**src/source/dbg_harness_defines.svh**
```systemverilog
// widths and register map of the debug front end; the delay window is shortened for simulation
`ifndef DBG_HARNESS_DEFINES_SVH
`define DBG_HARNESS_DEFINES_SVH

// ------------------------------------------------------------------------
// DMI widths
// ------------------------------------------------------------------------
`define DM_ADDR_W 7
`define DM_DATA_W 32

// ------------------------------------------------------------------------
// register map
// ------------------------------------------------------------------------
// data words sit at addresses 0 .. DM_NUM_WORDS-1
`define DM_NUM_WORDS 16
`define DM_DMCONTROL_ADDR 16

// dmcontrol fields, all other bits read as zero
`define DM_HALTREQ_BIT 31
`define DM_NDMRESET_BIT 1

// ------------------------------------------------------------------------
// debug request gate
// ------------------------------------------------------------------------
// cycles after reset release before a debug request may reach the core.
// any positive value works
`define DM_DELAY_CYCLES 32

`endif
```
**src/source/dbg_harness_pkg.sv**
```systemverilog
// DMI address/data types and opcode/response encodings; widths come from the defines header
`include "dbg_harness_defines.svh"

package dbg_harness_pkg;

  // ------------------------------------------------------------------------
  // DMI payload types
  // ------------------------------------------------------------------------
  typedef logic [`DM_ADDR_W-1:0] dmi_addr_t;
  typedef logic [`DM_DATA_W-1:0] dmi_data_t;

  // ------------------------------------------------------------------------
  // DMI encodings
  // ------------------------------------------------------------------------
  // request opcode, as carried on req_op
  typedef enum logic [1:0] {
    DTM_NOP   = 2'd0,
    DTM_READ  = 2'd1,
    DTM_WRITE = 2'd2,
    DTM_RSVD  = 2'd3
  } dtm_op_e;

  // response code, value 1 is not used
  typedef enum logic [1:0] {
    DTM_OK  = 2'd0,
    DTM_ERR = 2'd2
  } dtm_resp_e;

endpackage

```
**src/source/dm_reg_if.sv**
```systemverilog
// controller to register file link; req is a single-cycle strobe, rdata/err valid one cycle later
`timescale 1ns/10ps

interface dm_reg_if;
  import dbg_harness_pkg::*;

  // request side, driven by the controller
  logic      req;
  logic      we;
  dmi_addr_t addr;
  dmi_data_t wdata;

  // result side, held until the next req
  dmi_data_t rdata;
  logic      err;

  modport fsm (
    output req,
    output we,
    output addr,
    output wdata,
    input  rdata,
    input  err
  );

  modport regs (
    input  req,
    input  we,
    input  addr,
    input  wdata,
    output rdata,
    output err
  );

endinterface

```
**src/source/dbg_harness_top.sv**
```systemverilog
// two DMI sources, jtag_sel_i picks which one is served; keep it stable while a request is open
`timescale 1ns/10ps

module dbg_harness_top (
  input  logic                       clk_i,
  input  logic                       rst_ni,
  input  logic                       jtag_sel_i,
  // JTAG-side source
  input  logic                       jtag_req_valid_i,
  output logic                       jtag_req_ready_o,
  input  dbg_harness_pkg::dmi_addr_t jtag_req_addr_i,
  input  dbg_harness_pkg::dtm_op_e   jtag_req_op_i,
  input  dbg_harness_pkg::dmi_data_t jtag_req_data_i,
  output logic                       jtag_resp_valid_o,
  input  logic                       jtag_resp_ready_i,
  // DTM-side source
  input  logic                       dtm_req_valid_i,
  output logic                       dtm_req_ready_o,
  input  dbg_harness_pkg::dmi_addr_t dtm_req_addr_i,
  input  dbg_harness_pkg::dtm_op_e   dtm_req_op_i,
  input  dbg_harness_pkg::dmi_data_t dtm_req_data_i,
  output logic                       dtm_resp_valid_o,
  input  logic                       dtm_resp_ready_i,
  // shared response payload
  output dbg_harness_pkg::dmi_data_t resp_data_o,
  output dbg_harness_pkg::dtm_resp_e resp_code_o,
  // core side
  input  logic                       debug_enable_i,
  output logic                       debug_req_o,
  output logic                       ndmreset_o
);

  logic haltreq;

  dm_reg_if reg_if ();

  // ------------------------------------------------------------------------
  // DMI controller
  // ------------------------------------------------------------------------
  dmi_ctrl_fsm i_dmi_ctrl_fsm (
    .clk_i             ( clk_i             ),
    .rst_ni            ( rst_ni            ),
    .jtag_sel_i        ( jtag_sel_i        ),
    .jtag_req_valid_i  ( jtag_req_valid_i  ),
    .jtag_req_ready_o  ( jtag_req_ready_o  ),
    .jtag_req_addr_i   ( jtag_req_addr_i   ),
    .jtag_req_op_i     ( jtag_req_op_i     ),
    .jtag_req_data_i   ( jtag_req_data_i   ),
    .jtag_resp_valid_o ( jtag_resp_valid_o ),
    .jtag_resp_ready_i ( jtag_resp_ready_i ),
    .dtm_req_valid_i   ( dtm_req_valid_i   ),
    .dtm_req_ready_o   ( dtm_req_ready_o   ),
    .dtm_req_addr_i    ( dtm_req_addr_i    ),
    .dtm_req_op_i      ( dtm_req_op_i      ),
    .dtm_req_data_i    ( dtm_req_data_i    ),
    .dtm_resp_valid_o  ( dtm_resp_valid_o  ),
    .dtm_resp_ready_i  ( dtm_resp_ready_i  ),
    .resp_data_o       ( resp_data_o       ),
    .resp_code_o       ( resp_code_o       ),
    .reg_o             ( reg_if.fsm        )
  );

  // ------------------------------------------------------------------------
  // register space
  // ------------------------------------------------------------------------
  dm_regfile i_dm_regfile (
    .clk_i      ( clk_i       ),
    .rst_ni     ( rst_ni      ),
    .reg_i      ( reg_if.regs ),
    .haltreq_o  ( haltreq     ),
    .ndmreset_o ( ndmreset_o  )
  );

  // ------------------------------------------------------------------------
  // core debug request gate
  // ------------------------------------------------------------------------
  dbg_delay_timer i_dbg_delay_timer (
    .clk_i          ( clk_i          ),
    .rst_ni         ( rst_ni         ),
    .haltreq_i      ( haltreq        ),
    .debug_enable_i ( debug_enable_i ),
    .debug_req_o    ( debug_req_o    )
  );

endmodule

```
**src/source/dbg_delay_timer.sv**
```systemverilog
// debug request blocked for DM_DELAY_CYCLES edges after reset release and while debug is disabled
`timescale 1ns/10ps
`include "dbg_harness_defines.svh"

module dbg_delay_timer (
  input  logic clk_i,
  input  logic rst_ni,
  input  logic haltreq_i,
  input  logic debug_enable_i,
  output logic debug_req_o
);

  localparam int unsigned CntW = $clog2(`DM_DELAY_CYCLES + 1);
  localparam logic [CntW-1:0] CntLoad = CntW'(`DM_DELAY_CYCLES);

  logic [CntW-1:0] cnt_q;
  logic            cnt_done;

  assign cnt_done = (cnt_q == '0);

  // down-counter, parks at zero
  always_ff @(posedge clk_i or negedge rst_ni) begin
    if (!rst_ni) begin
      cnt_q <= CntLoad;
    end else if (!cnt_done) begin
      cnt_q <= cnt_q - 1'b1;
    end
  end

  // window lets the core run its boot code before it can be halted
  assign debug_req_o = cnt_done && debug_enable_i && haltreq_i;

  a_cnt_monotonic : assert property (@(posedge clk_i) disable iff (!rst_ni)
    cnt_q <= $past(cnt_q));

endmodule

```
**src/source/dm_regfile.sv**
```systemverilog
// one-cycle read latency; write responses carry zero data, unmapped addresses flag err
`timescale 1ns/10ps
`include "dbg_harness_defines.svh"

module dm_regfile (
  input  logic    clk_i,
  input  logic    rst_ni,
  dm_reg_if.regs  reg_i,
  output logic    haltreq_o,
  output logic    ndmreset_o
);
  import dbg_harness_pkg::*;

  localparam int unsigned IdxW = $clog2(`DM_NUM_WORDS);

  dmi_data_t mem_q [`DM_NUM_WORDS];
  logic      haltreq_q;
  logic      ndmreset_q;
  dmi_data_t rdata_q;
  logic      err_q;

  logic      hit_word;
  logic      hit_ctrl;
  logic      [IdxW-1:0] idx;
  dmi_data_t ctrl_word;
  dmi_data_t read_val;

  // ------------------------------------------------------------------------
  // address decode
  // ------------------------------------------------------------------------
  assign hit_word = (reg_i.addr < `DM_NUM_WORDS);
  assign hit_ctrl = (reg_i.addr == `DM_DMCONTROL_ADDR);
  assign idx      = reg_i.addr[IdxW-1:0];

  // dmcontrol as seen by a read, fields in place
  always_comb begin
    ctrl_word                   = '0;
    ctrl_word[`DM_HALTREQ_BIT]  = haltreq_q;
    ctrl_word[`DM_NDMRESET_BIT] = ndmreset_q;
  end

  always_comb begin
    if (hit_word) begin
      read_val = mem_q[idx];
    end else if (hit_ctrl) begin
      read_val = ctrl_word;
    end else begin
      read_val = '0;
    end
  end

  // ------------------------------------------------------------------------
  // storage
  // ------------------------------------------------------------------------
  always_ff @(posedge clk_i or negedge rst_ni) begin
    if (!rst_ni) begin
      for (int i = 0; i < `DM_NUM_WORDS; i++) begin
        mem_q[i] <= '0;
      end
      haltreq_q  <= 1'b0;
      ndmreset_q <= 1'b0;
      err_q      <= 1'b0;
    end else if (reg_i.req) begin
      err_q <= !(hit_word || hit_ctrl);
      if (reg_i.we && hit_word) begin
        mem_q[idx] <= reg_i.wdata;
      end
      if (reg_i.we && hit_ctrl) begin
        haltreq_q  <= reg_i.wdata[`DM_HALTREQ_BIT];
        ndmreset_q <= reg_i.wdata[`DM_NDMRESET_BIT];
      end
    end
  end

  always_ff @(posedge clk_i) begin
    if (reg_i.req) begin
      rdata_q <= reg_i.we ? '0 : read_val;
    end
  end

  assign reg_i.rdata = rdata_q;
  assign reg_i.err   = err_q;
  assign haltreq_o   = haltreq_q;
  assign ndmreset_o  = ndmreset_q;

  a_unmapped_err : assert property (@(posedge clk_i) disable iff (!rst_ni)
    (reg_i.req && !(hit_word || hit_ctrl)) |=> (reg_i.err && (reg_i.rdata == '0)));

endmodule

```
**src/source/dmi_ctrl_fsm.sv**
```systemverilog
// one DMI request in flight; the response goes only to the source latched at accept
`timescale 1ns/10ps

module dmi_ctrl_fsm (
  input  logic                       clk_i,
  input  logic                       rst_ni,
  input  logic                       jtag_sel_i,
  // JTAG-side source
  input  logic                       jtag_req_valid_i,
  output logic                       jtag_req_ready_o,
  input  dbg_harness_pkg::dmi_addr_t jtag_req_addr_i,
  input  dbg_harness_pkg::dtm_op_e   jtag_req_op_i,
  input  dbg_harness_pkg::dmi_data_t jtag_req_data_i,
  output logic                       jtag_resp_valid_o,
  input  logic                       jtag_resp_ready_i,
  // DTM-side source
  input  logic                       dtm_req_valid_i,
  output logic                       dtm_req_ready_o,
  input  dbg_harness_pkg::dmi_addr_t dtm_req_addr_i,
  input  dbg_harness_pkg::dtm_op_e   dtm_req_op_i,
  input  dbg_harness_pkg::dmi_data_t dtm_req_data_i,
  output logic                       dtm_resp_valid_o,
  input  logic                       dtm_resp_ready_i,
  // shared response payload
  output dbg_harness_pkg::dmi_data_t resp_data_o,
  output dbg_harness_pkg::dtm_resp_e resp_code_o,
  dm_reg_if.fsm                      reg_o
);
  import dbg_harness_pkg::*;

  typedef enum logic [1:0] {
    IDLE,
    ACCESS,
    RESP
  } state_e;

  state_e    state_q;
  state_e    state_d;
  logic      ready_en_q;
  logic      src_jtag_q;
  dtm_op_e   op_q;
  dmi_addr_t addr_q;
  dmi_data_t data_q;

  logic      sel_valid;
  logic      accept;
  logic      resp_ready;
  logic      reg_op;

  // ------------------------------------------------------------------------
  // request side
  // ------------------------------------------------------------------------
  assign sel_valid = jtag_sel_i ? jtag_req_valid_i : dtm_req_valid_i;

  // ready held off for the first cycle out of reset
  assign jtag_req_ready_o = ready_en_q && (state_q == IDLE) && jtag_sel_i;
  assign dtm_req_ready_o  = ready_en_q && (state_q == IDLE) && !jtag_sel_i;

  assign accept     = (jtag_req_ready_o || dtm_req_ready_o) && sel_valid;
  assign resp_ready = src_jtag_q ? jtag_resp_ready_i : dtm_resp_ready_i;
  assign reg_op     = (op_q == DTM_READ) || (op_q == DTM_WRITE);

  always_comb begin
    state_d = state_q;
    unique case (state_q)
      IDLE: begin
        if (accept) begin
          state_d = ACCESS;
        end
      end
      ACCESS: state_d = RESP;
      RESP: begin
        if (resp_ready) begin
          state_d = IDLE;
        end
      end
      default: state_d = IDLE;
    endcase
  end

  always_ff @(posedge clk_i or negedge rst_ni) begin
    if (!rst_ni) begin
      state_q    <= IDLE;
      ready_en_q <= 1'b0;
      src_jtag_q <= 1'b0;
      op_q       <= DTM_NOP;
    end else begin
      state_q    <= state_d;
      ready_en_q <= 1'b1;
      if (accept) begin
        src_jtag_q <= jtag_sel_i;
        op_q       <= jtag_sel_i ? jtag_req_op_i : dtm_req_op_i;
      end
    end
  end

  always_ff @(posedge clk_i) begin
    if (accept) begin
      addr_q <= jtag_sel_i ? jtag_req_addr_i : dtm_req_addr_i;
      data_q <= jtag_sel_i ? jtag_req_data_i : dtm_req_data_i;
    end
  end

  // ------------------------------------------------------------------------
  // register access, one strobe per read or write
  // ------------------------------------------------------------------------
  assign reg_o.req   = (state_q == ACCESS) && reg_op;
  assign reg_o.we    = (op_q == DTM_WRITE);
  assign reg_o.addr  = addr_q;
  assign reg_o.wdata = data_q;

  // ------------------------------------------------------------------------
  // response side
  // ------------------------------------------------------------------------
  assign jtag_resp_valid_o = (state_q == RESP) && src_jtag_q;
  assign dtm_resp_valid_o  = (state_q == RESP) && !src_jtag_q;

  // nop and reserved ops are answered here without touching the registers
  always_comb begin
    if (reg_op) begin
      resp_data_o = reg_o.rdata;
      resp_code_o = reg_o.err ? DTM_ERR : DTM_OK;
    end else begin
      resp_data_o = '0;
      resp_code_o = (op_q == DTM_RSVD) ? DTM_ERR : DTM_OK;
    end
  end

  a_no_ready_during_resp : assert property (@(posedge clk_i) disable iff (!rst_ni)
    !((jtag_req_ready_o || dtm_req_ready_o) && (jtag_resp_valid_o || dtm_resp_valid_o)));

  a_req_single_cycle : assert property (@(posedge clk_i) disable iff (!rst_ni)
    reg_o.req |=> !reg_o.req);

endmodule

```
**config.mk**
```make
export PLATFORM = sky130hd
export DESIGN_NAME = dbg_harness_top
export DESIGN_NICKNAME = d
export VERILOG_FILES = /design/src/source/dbg_harness_pkg.sv /design/src/source/dm_reg_if.sv /design/src/source/dbg_harness_top.sv /design/src/source/dbg_delay_timer.sv /design/src/source/dm_regfile.sv /design/src/source/dmi_ctrl_fsm.sv
export VERILOG_INCLUDE_DIRS = /design/src /design/src/source
export SDC_FILE = /design/constraint.sdc
export NUM_CORES = 1
export LEC_CHECK = 0
export BUFFER_PORTS_ARGS = -buffer_cell sky130_fd_sc_hd__buf_2
export CAP_MARGIN = 15
export CORE_ASPECT_RATIO = 1.5
export CORE_MARGIN = 2
export CORE_UTILIZATION = 45
export CTS_CLUSTER_DIAMETER = 120
export DETAILED_ROUTE_END_ITERATION = 6
export HOLD_SLACK_MARGIN = 0.12
export PLACE_DENSITY = 0.67
export SLEW_MARGIN = 20
export SYNTH_ARGS = -nofsm -noshare
export SYNTH_HDL_FRONTEND = slang
export SYNTH_SLANG_ARGS = --single-unit
```
**constraint.sdc**
```tcl
create_clock -name clk_i -period 3.3 [get_ports clk_i]
set_input_delay 0.495 -clock clk_i [delete_from_list [all_inputs] [get_ports clk_i]]
set_output_delay 0.495 -clock clk_i [all_outputs]
set_load 0.02 [all_outputs]
```
# Word-level counts from Yosys, hierarchy flattened
# Cells that the tools add are included.
# totals
register_bits,598
inputBits,90
out_inout_bits,40
word_cells,83
# classes
n_addsub,1
magnitude_cmp,3
eq_ne,8
mux,20
bitwise,1
reduce_logical,23
# op_table
op,n
$bwmux 512,1
$mux 32,7
$bmux 32 s4,1
$demux 32 s4,1
$logic_and 1x1->1,12
$mux 2,6
$eq 7x5->1 const B,1
$lt 7x5->1 const B,1
$mux 7,1
$eq 2x2->1 const B,3
$logic_not 6->1,1
$pmux 2 s3,1
$reduce_and 2->1,3
$sub 6x1->6 const B,1
$ge 5x5->1 const B,1
$lt 5x1->1 const B,1
$not 4->5,1
$eq 2x1->1 const B,2
$ne 2x1->1 const B,2
$logic_not 1->1,3
$logic_or 1x1->1,3
$logic_not 2->1,1
$mux 1,2

# Longest topological paths before layout
# Gate-level depths: netlist (run 1).
# depth
ltp_word,7
mapped_depth,8
depth_no_buf,6

# Modules after synthesis
# A second synthesis (run 1) with hierarchy kept.
# unflattened
cells_unflattened,1640
area_unflattened_um2,26764.4
# modules_own_cells
module,instances,cells_each,area_per_inst_um2,seq_area_each_um2
dm_regfile,1,1459,24220.7,13848.3
dmi_ctrl_fsm,1,154,2234.6,1321.3
dbg_delay_timer,1,27,309.0,151.4

# Worst setup path before layout (run 1)
# No wires, ideal clock.
# synth_timing
path_kind,input -> register
start,in jtag_sel_i
end,reg i_dmi_ctrl_fsm.op_q[1]
setup_ns,0.126
arrival_time_ns,3.116
required_ns,3.174
slack_ns,0.058
cell_stages,4
n_path_buf,1
cell_sequence,clkbuf_1 mux2i_1 nor2_1 mux2_2
# synth_via
elab_chain_len,4
elab_cells_between_ends,7
cone_classes,2 x mux; 5 x reduce/logical
# synth_lines
element,line_no,source
start: declaration,dbg_harness_top.sv:7,"input logic jtag_sel_i,"
$logic_not 1->1,dmi_ctrl_fsm.sv:57,assign dtm_req_ready_o = ready_en_q && (state_q == IDLE) && !jtag_sel_i;
$logic_and 1x1->1,dmi_ctrl_fsm.sv:57,
$logic_or 1x1->1,dmi_ctrl_fsm.sv:59,assign accept = (jtag_req_ready_o || dtm_req_ready_o) && sel_valid;
$logic_and 1x1->1 *,dmi_ctrl_fsm.sv:59,
net i_dmi_ctrl_fsm.accept,dmi_ctrl_fsm.sv:46,logic accept;
end signal: assignment,dmi_ctrl_fsm.sv:92,op_q <= jtag_sel_i ? jtag_req_op_i : dtm_req_op_i;
end: declaration,dmi_ctrl_fsm.sv:41,dtm_op_e op_q;
# Mark *: on every way through the listed nets, which the timed path passes. The rest lies on a longest branch.
# A chain may end at the register's enable or synchronous reset.

# Worst setup path after layout (run 1)
# layout_timing
start,reg i_dmi_ctrl_fsm.op_q[0]
end,reg i_dm_regfile.mem_q[218] (netlist bit)
# layout_via
elab_chain_len,4
elab_cells_between_ends,6
cone_classes,2 x eq/ne; 4 x reduce/logical
# layout_lines
element,line_no,source
$eq 2x1->1 / $eq 2x2->1 (equally long branches),"dmi_ctrl_fsm.sv:61, dmi_ctrl_fsm.sv:108",
$logic_or 1x1->1,dmi_ctrl_fsm.sv:61,assign reg_op = (op_q == DTM_READ) || (op_q == DTM_WRITE);
$logic_and 1x1->1,dmi_ctrl_fsm.sv:107,assign reg_o.req = (state_q == ACCESS) && reg_op;
$reduce_and 2->1 (no line) *,-,
end signal: indexed assignment,dm_regfile.sv:66,mem_q[idx] <= reg_i.wdata;
end: declaration,dm_regfile.sv:16,dmi_data_t mem_q [`DM_NUM_WORDS];
# Every way passes the cells marked *; elsewhere a longest branch is shown, timed or not.

==> flow_summary_export.csv, run 1 <==
group,metric,value,unit
route,vias,14480,
worst_hold_path,min_to,"i_dmi_ctrl_fsm.src_jtag_q",
timing,whs,0.1843,ns
synthesis,syn_inst,1636,
synthesis,ys_types,43,
synthesis,synth_top_family_by_area,"multiplexers",
placed_design,dp_hpwl,37720,microns
route,drt_iter0_drc,760,
timing,max_clock_freq,0.3297,GHz
synthesis,ys_ff_latch,598,
critical_path,startpoint_type,"flip-flop",
final_layout,synthToLayoutAreaGrowth,12.52,%
synthesis,synth-xor-area-share,0.0006456,
global_route,grt_max_degree,100,
floorplanning,core_region_area,59870,sq um
timing,hold_viol,0,
critical_path,cp_cell_sequence,"inv_1 -> ha_2 -> nand4bb_1 -> nor4b_4 -> nand2_4 -> mux2_4",
timing,rsz0062_at_grt,"false",
cts,clkTransAtPathRegs,0.06,ns
final_layout,final_common_cell,"dfrtp_1",
global_route,grt_util_all_layers,0.2082,
synthesis,synthAdderAreaFrac,0.001384,
route,wire_per_inst,24.52,microns
cts,root_buffer,"clkbuf_16",
final_layout,layout_common_cells,"526 x dfrtp_1, 439 x mux2_2, 128 x mux4_2, 127 x buf_2, 116 x mux2_4",
timing,setup_viol,0,
job,drv_cap,0,
critical_path,crit_type,"reg -> reg",
floorplanning,rows,110,
floorplanning,dieArea,62310,sq um
timing,setup-tns-final,0,ns
synthesis,synthFlopType,"dfrtp_1",
global_route,grt.overflow.total,0,
route,postRouteAntennaNets,0,
critical_path,crit_family,"simple AND/OR/NAND/NOR gates",
synthesis,ys_seq_area_frac,0.5647,
global_route,grt_use_met1,0.2646,
final_layout,nNetsFinal,1826,
final_layout,multi_input_area,11210,sq um
final_layout,fill_cells,5008,
critical_path,path_max_fanout,32,
floorplanning,die_w,204.5,microns
pwr,power_leakage,14.94,nW
synthesis,synth_compound_area_frac,0.009177,
outcome,outcome,"completed",
final_layout,final_area,30530,sq um
synthesis,syn_nets,1729,
synthesis,synth_warnings,0,
floorplanning,dieHeight,304.7,microns
timing,clock_skew,0.02733,ns
route,wirelength,62850,microns
critical_path,timing.rr.end,"i_dm_regfile.mem_q[218]",
critical_path,cp.required,3.77,ns
worst_hold_path,hold_class,"in -> reg",
placed_design,placed_cell_area,28720,sq um
floorplanning,floorplan.initialDensity,0.4532,
final_layout,final_util,0.5099,
route,via_per_inst,5.649,
worst_hold_path,holdCritStartpoint,"jtag_req_valid_i",
synthesis,synth-edff-count,71,
synthesis,synth_area_per_cell,16.58,sq um
pwr,irDropWorstVdd,381.8,uV
cts,cts_buffer_depth,3,
global_route,antenna_found_initial,0,
timing,period_minus_slack,3.033,ns
critical_path,worst-path-buf-inv,1,
critical_path,slowest_delay,0.63,ns
route,dr.pass1.iters,4,
global_route,grt_pass1_vias,16140,
route,drcViolationCount,0,
floorplanning,ios,130,
synthesis,synth-simple-area-share,0.02149,
timing,min_period_over_period,0.9191,
critical_path,crit_slowest_cell,"nand2_4",
cts,cts_made_buffers,56,
critical_path,r2r_slack,0.27,ns
cts,clkLatencyLatePin,0.60,ns
final_layout,final-seq-area,15320,sq um
critical_path,end_kind,"flip-flop",
timing,report.final.slew_viol_count,0,
final_layout,num_antenna_cells,0,
timing,worstMarginPinSlew,0.8719,ns
cts,cts_tree,"yes",
worst_hold_path,hold_depth,3,
placed_design,gp_congestion,0.7352,
global_route,grt_pass1_wl,98330,microns
cts,post_cts_buffers,0,
synthesis,synth_area,27130,sq um
global_route,grt_use_met2,0.3750,
timing,relSlewSlack,0.4188,
final_layout,drive_gt1_frac,0.5419,
placed_design,place.port_buffers,128,
cts,cts.sinks,598,
global_route,busiest_layer,"met2",
global_route,use_met3,0.02513,
pwr,power_density,515.3,nW/um^2
critical_path,timing.rr.start,"i_dmi_ctrl_fsm.op_q[0]",
cts,cts_max_level,2,
synthesis,synthArstFlopShare,0.8813,
critical_path,cp.arrival,3.50,ns
critical_path,rr_worst_depth,6,
synthesis,synthMuxAreaShare,0.3782,
## report_power, final
group	switching [mW]	total, mW	internal, mW
Sequential	0.203	7.85	7.65
Combinational	0.974	1.51	0.541
Clock	2.80	6.36	3.57
## per-stage QoR
stage	total power, mW	worst slack, ns	instances
3_5_place_dp	9.561	0.2756	2458
4_1_cts	15.94	0.2547	2563
3_3_place_gp	9.530	0.4049	2458
6_report	15.73	0.2669	2563
2_1_floorplan	8.817	0.05833	1636
5_1_grt	16.34	0.1572	2563
## timing repair
item                                   in CTS  in global routing
endpoints found under the hold margin      57                  0
resized for setup                           0                  0
hold buffers                                1                  0
## cells in the mapped netlist (6+ instances only)
cell type  instances  share of area
buf_1             41         0.0057
buf_2             20         0.0037
buf_6             12         0.0050
clkbuf_1          63         0.0087
dfrtp_1          526           0.49
edfxtp_1          71          0.079
inv_1              6        0.00083
mux2_2           439           0.18
mux2_4           116          0.064
mux2i_1           68          0.025
mux4_2           128           0.11
nand2_1           13         0.0018
nor2_1            18         0.0025
nor2b_1           35         0.0081
o22ai_1           31         0.0071
## cells by family (layout without fill, tap and decap cells)
kind of cell,Yosys count,count (layout)
AO/OA/AOI/OAI,40,40
XOR/XNOR,2,2
adder cells (fa/ha/maj),3,3
buffers and inverters,143,286
flip-flops,598,598
multiplexers,752,752
other,2,2
AND/OR/NAND/NOR,96,96
## registers in the layout, indices dropped and copies added (netlist names), 2 cells and up
| signal | count |
|---|---|
| i_dm_regfile.reg_i.rdata | 32 |
| i_dbg_delay_timer.cnt_q | 6 |
| i_dmi_ctrl_fsm.reg_o.addr | 7 |
| i_dm_regfile.mem_q | 512 |
| i_dmi_ctrl_fsm.op_q | 2 |
| i_dmi_ctrl_fsm.reg_o.wdata | 32 |
| i_dmi_ctrl_fsm.state_q | 2 |
## worst reg2reg max path, cell delays in order, from the launching register on
cell and delay, ns:
dfrtp_1 0.38, inv_1 0.09, ha_2 0.28, nand4bb_1 0.35
nor4b_4 0.62, nand2_4 0.63, mux2_4 0.55
## layer usage
metal / routed length (microns) / share of wire
met1: 25870 / 0.41
met2: 33490 / 0.53
met3: 2070 / 0.033
met4: 1426 / 0.023
met5: 0 / 0
## cell type report
class / instances / share of cell area
clock buffers: 85 / 0.05345
clock inverters: 19 / 0.005287
inverters: 6 / 0.0007378
multi-input cells: 895 / 0.3672
flip-flops and latches: 598 / 0.5019
well taps: 784 / 0.03213
repair buffers: 176 / 0.03935
## how the worst max path moves through the flow
stage	start	end	slack, ns	depth (start not counted)
floorplan	jtag_sel_i	i_dmi_ctrl_fsm.op_q[1]	0.06	4
CTS	i_dmi_ctrl_fsm.op_q[0]	i_dm_regfile.mem_q[200]	0.25	6
finish	i_dmi_ctrl_fsm.op_q[0]	i_dm_regfile.mem_q[218]	0.27	6
global route	i_dmi_ctrl_fsm.op_q[0]	i_dm_regfile.mem_q[222]	0.16	6
detailed placement	i_dmi_ctrl_fsm.op_q[0]	i_dm_regfile.mem_q[220]	0.28	6
global placement	i_dmi_ctrl_fsm.op_q[0]	i_dm_regfile.mem_q[216]	0.40	6
Power figures use the tool's default switching activity.
==> run 2, diff against run 1 <==
--- a/config.mk
+++ b/config.mk
@@ -11,6 +11,7 @@
 export CORE_ASPECT_RATIO = 1.5
 export CORE_MARGIN = 2
 export CORE_UTILIZATION = 45
+export CTS_BUF_LIST = sky130_fd_sc_hd__clkbuf_4 sky130_fd_sc_hd__clkbuf_8 sky130_fd_sc_hd__clkbuf_16
 export CTS_CLUSTER_DIAMETER = 120
 export DETAILED_ROUTE_END_ITERATION = 6
 export HOLD_SLACK_MARGIN = 0.12
==> run 2 against run 1 <==
Net effect: clock skew up 0.0011 ns; routed wire length about the same; largest power group unchanged; sequential share of layout area down 0.11 points; setup slack worse by 0.0044 ns; maximum frequency down 0.15%; highest routed layer unchanged; die area unchanged; non-clock buffer count unchanged.
==> flow_summary_export.csv, run 2 (same netlist as run 1, synthesis figures left out) <==
group,metric,value,unit
outcome,outcome,"completed",
floorplanning,dieArea,62310,sq um
cts,cts.sinks,598,
timing,setup-tns-final,0,ns
route,drt_iter0_drc,733,
global_route,grt_pass1_wl,98350,microns
global_route,grt_util_all_layers,0.2082,
floorplanning,core_region_area,59870,sq um
final_layout,largest_reg_flops,512,
cts,post_cts_buffers,0,
timing,rsz0062_at_grt,"false",
placed_design,dp_hpwl,37720,microns
critical_path,timing.rr.start,"i_dmi_ctrl_fsm.op_q[0]",
timing,whs,0.1845,ns
final_layout,nNetsFinal,1826,
timing,min_period_over_period,0.9204,
placed_design,gp_congestion,0.7352,
route,postRouteAntennaNets,0,
critical_path,crit_type,"reg -> reg",
cts,cts_tree,"yes",
final_layout,final_common_cell,"dfrtp_1",
route,vias,14460,
timing,report.final.slew_viol_count,0,
worst_hold_path,hold_class,"in -> reg",
floorplanning,rows,110,
placed_design,place.port_buffers,128,
critical_path,path_max_fanout,32,
timing,hold_viol,0,
critical_path,r2r_slack,0.26,ns
cts,root_buffer,"clkbuf_16",
cts,clkTransAtPathRegs,0.06,ns
final_layout,synthToLayoutAreaGrowth,12.77,%
timing,max_clock_freq,0.3292,GHz
critical_path,cp_cell_sequence,"inv_1 -> ha_2 -> nand4bb_1 -> nor4b_4 -> nand2_4 -> mux2_4",
global_route,grt_max_degree,100,
final_layout,layout_common_cells,"526 x dfrtp_1, 439 x mux2_2, 128 x mux4_2, 127 x buf_2, 116 x mux2_4",
final_layout,post_layout_nonfiller_instances,2563,
timing,clock_skew,0.02842,ns
cts,cts_made_buffers,56,
pwr,power_density,518.9,nW/um^2
timing,relSlewSlack,0.4145,
critical_path,end_kind,"flip-flop",
route,wirelength,62830,microns
floorplanning,ios,130,
final_layout,fill_cells,4994,
worst_hold_path,hold_depth,3,
floorplanning,die_w,204.5,microns
critical_path,crit_slowest_cell,"nand2_4",
worst_hold_path,min_to,"i_dmi_ctrl_fsm.src_jtag_q",
cts,hold_buffers,1,
cts,cts_buffer_depth,3,
timing,worstMarginPinSlew,0.8782,ns
route,drcViolationCount,0,
route,via_per_inst,5.640,
pwr,irDropWorstVdd,382.1,uV
cts,cts_resized,0,
final_layout,top_register,"i_dm_regfile.mem_q",
pwr,power_leakage,15.00,nW
cts,clkLatencyLatePin,0.60,ns
global_route,antenna_found_initial,0,
cts,cts_max_level,2,
global_route,grt.overflow.total,0,
worst_hold_path,holdCritStartpoint,"jtag_req_valid_i",
critical_path,cp.arrival,3.51,ns
critical_path,timing.rr.end,"i_dm_regfile.mem_q[218]",
floorplanning,dieHeight,304.7,microns
critical_path,cp.required,3.77,ns
floorplanning,floorplan.initialDensity,0.4532,
job,drv_cap,0,
route,dr.pass1.iters,4,
timing,setup_viol,0,
final_layout,num_antenna_cells,0,
route,wire_per_inst,24.52,microns
critical_path,startpoint_type,"flip-flop",
timing,period_minus_slack,3.037,ns
final_layout,drive_gt1_frac,0.5520,
critical_path,slowest_delay,0.63,ns
global_route,grt_pass1_vias,16140,
critical_path,rr_worst_depth,6,
placed_design,dpl.cell_count,2458,
-- run 2: worst max path at each step --
stage                                start                 endpoint  slack, ns  cells after the start
floorplan                       jtag_sel_i   i_dmi_ctrl_fsm.op_q[1]       0.06                      4
CTS                 i_dmi_ctrl_fsm.op_q[0]  i_dm_regfile.mem_q[200]       0.25                      6
global placement    i_dmi_ctrl_fsm.op_q[0]  i_dm_regfile.mem_q[216]       0.40                      6
global route        i_dmi_ctrl_fsm.op_q[0]  i_dm_regfile.mem_q[222]       0.16                      6
finish              i_dmi_ctrl_fsm.op_q[0]  i_dm_regfile.mem_q[218]       0.26                      6
detailed placement  i_dmi_ctrl_fsm.op_q[0]  i_dm_regfile.mem_q[220]       0.28                      6
-- run 2: layout make-up --
cell class	count	area [sq um]	area share
Clock buffer	85	1699	0.05554
Clock inverter	19	161.4	0.005276
Inverter	6	22.52	0.0007361
Multi-Input combinational cell	895	11210	0.3663
Sequential cell	598	15320	0.5008
Tap cell	784	980.9	0.03206
Timing Repair Buffer	176	1201	0.03926
-- run 2: per-stage QoR --
stage	utilization	area [sq um]	setup slack [ns]	power [mW]
after floorplan	-	27130	0.05833	8.817
after global placement	0.4798	28720	0.4049	9.530
after detailed placement	0.4798	28720	0.2756	9.561
after CTS	0.5110	30590	0.2547	16.09
after global routing	0.5110	30590	0.1570	16.49
final	0.5110	30590	0.2625	15.88
-- run 2: where the power goes --
group | internal (mW) | total [mW] | switching (mW)
combinational | 0.541 | 1.51 | 0.973
clock | 3.72 | 6.51 | 2.79
sequential | 7.65 | 7.85 | 0.203
total | 11.9 | 15.9 | 3.97
-- run 2: routing by layer --
| metal | vias to the layer above | global-route usage | share of wire | routed length [microns] |
|---|---|---|---|---|
| met1 | 7856 | 0.2647 | 0.41 | 25840 |
| met5 | - | 0 | 0 | 0 |
| li1 | 6281 | - | - | - |
| met4 | 0 | 0.05376 | 0.022 | 1365 |
| met3 | 87 | 0.02524 | 0.032 | 1981 |
| met2 | 231 | 0.3749 | 0.54 | 33650 |
-- run 2: worst max-delay path: cells and delay by family (launching register included) --
family	cells	cell delay, ns
simple gates	3	1.60
fa+ha+maj	1	0.28
buf+inv	1	0.09
mux	1	0.50
flops	1	0.38
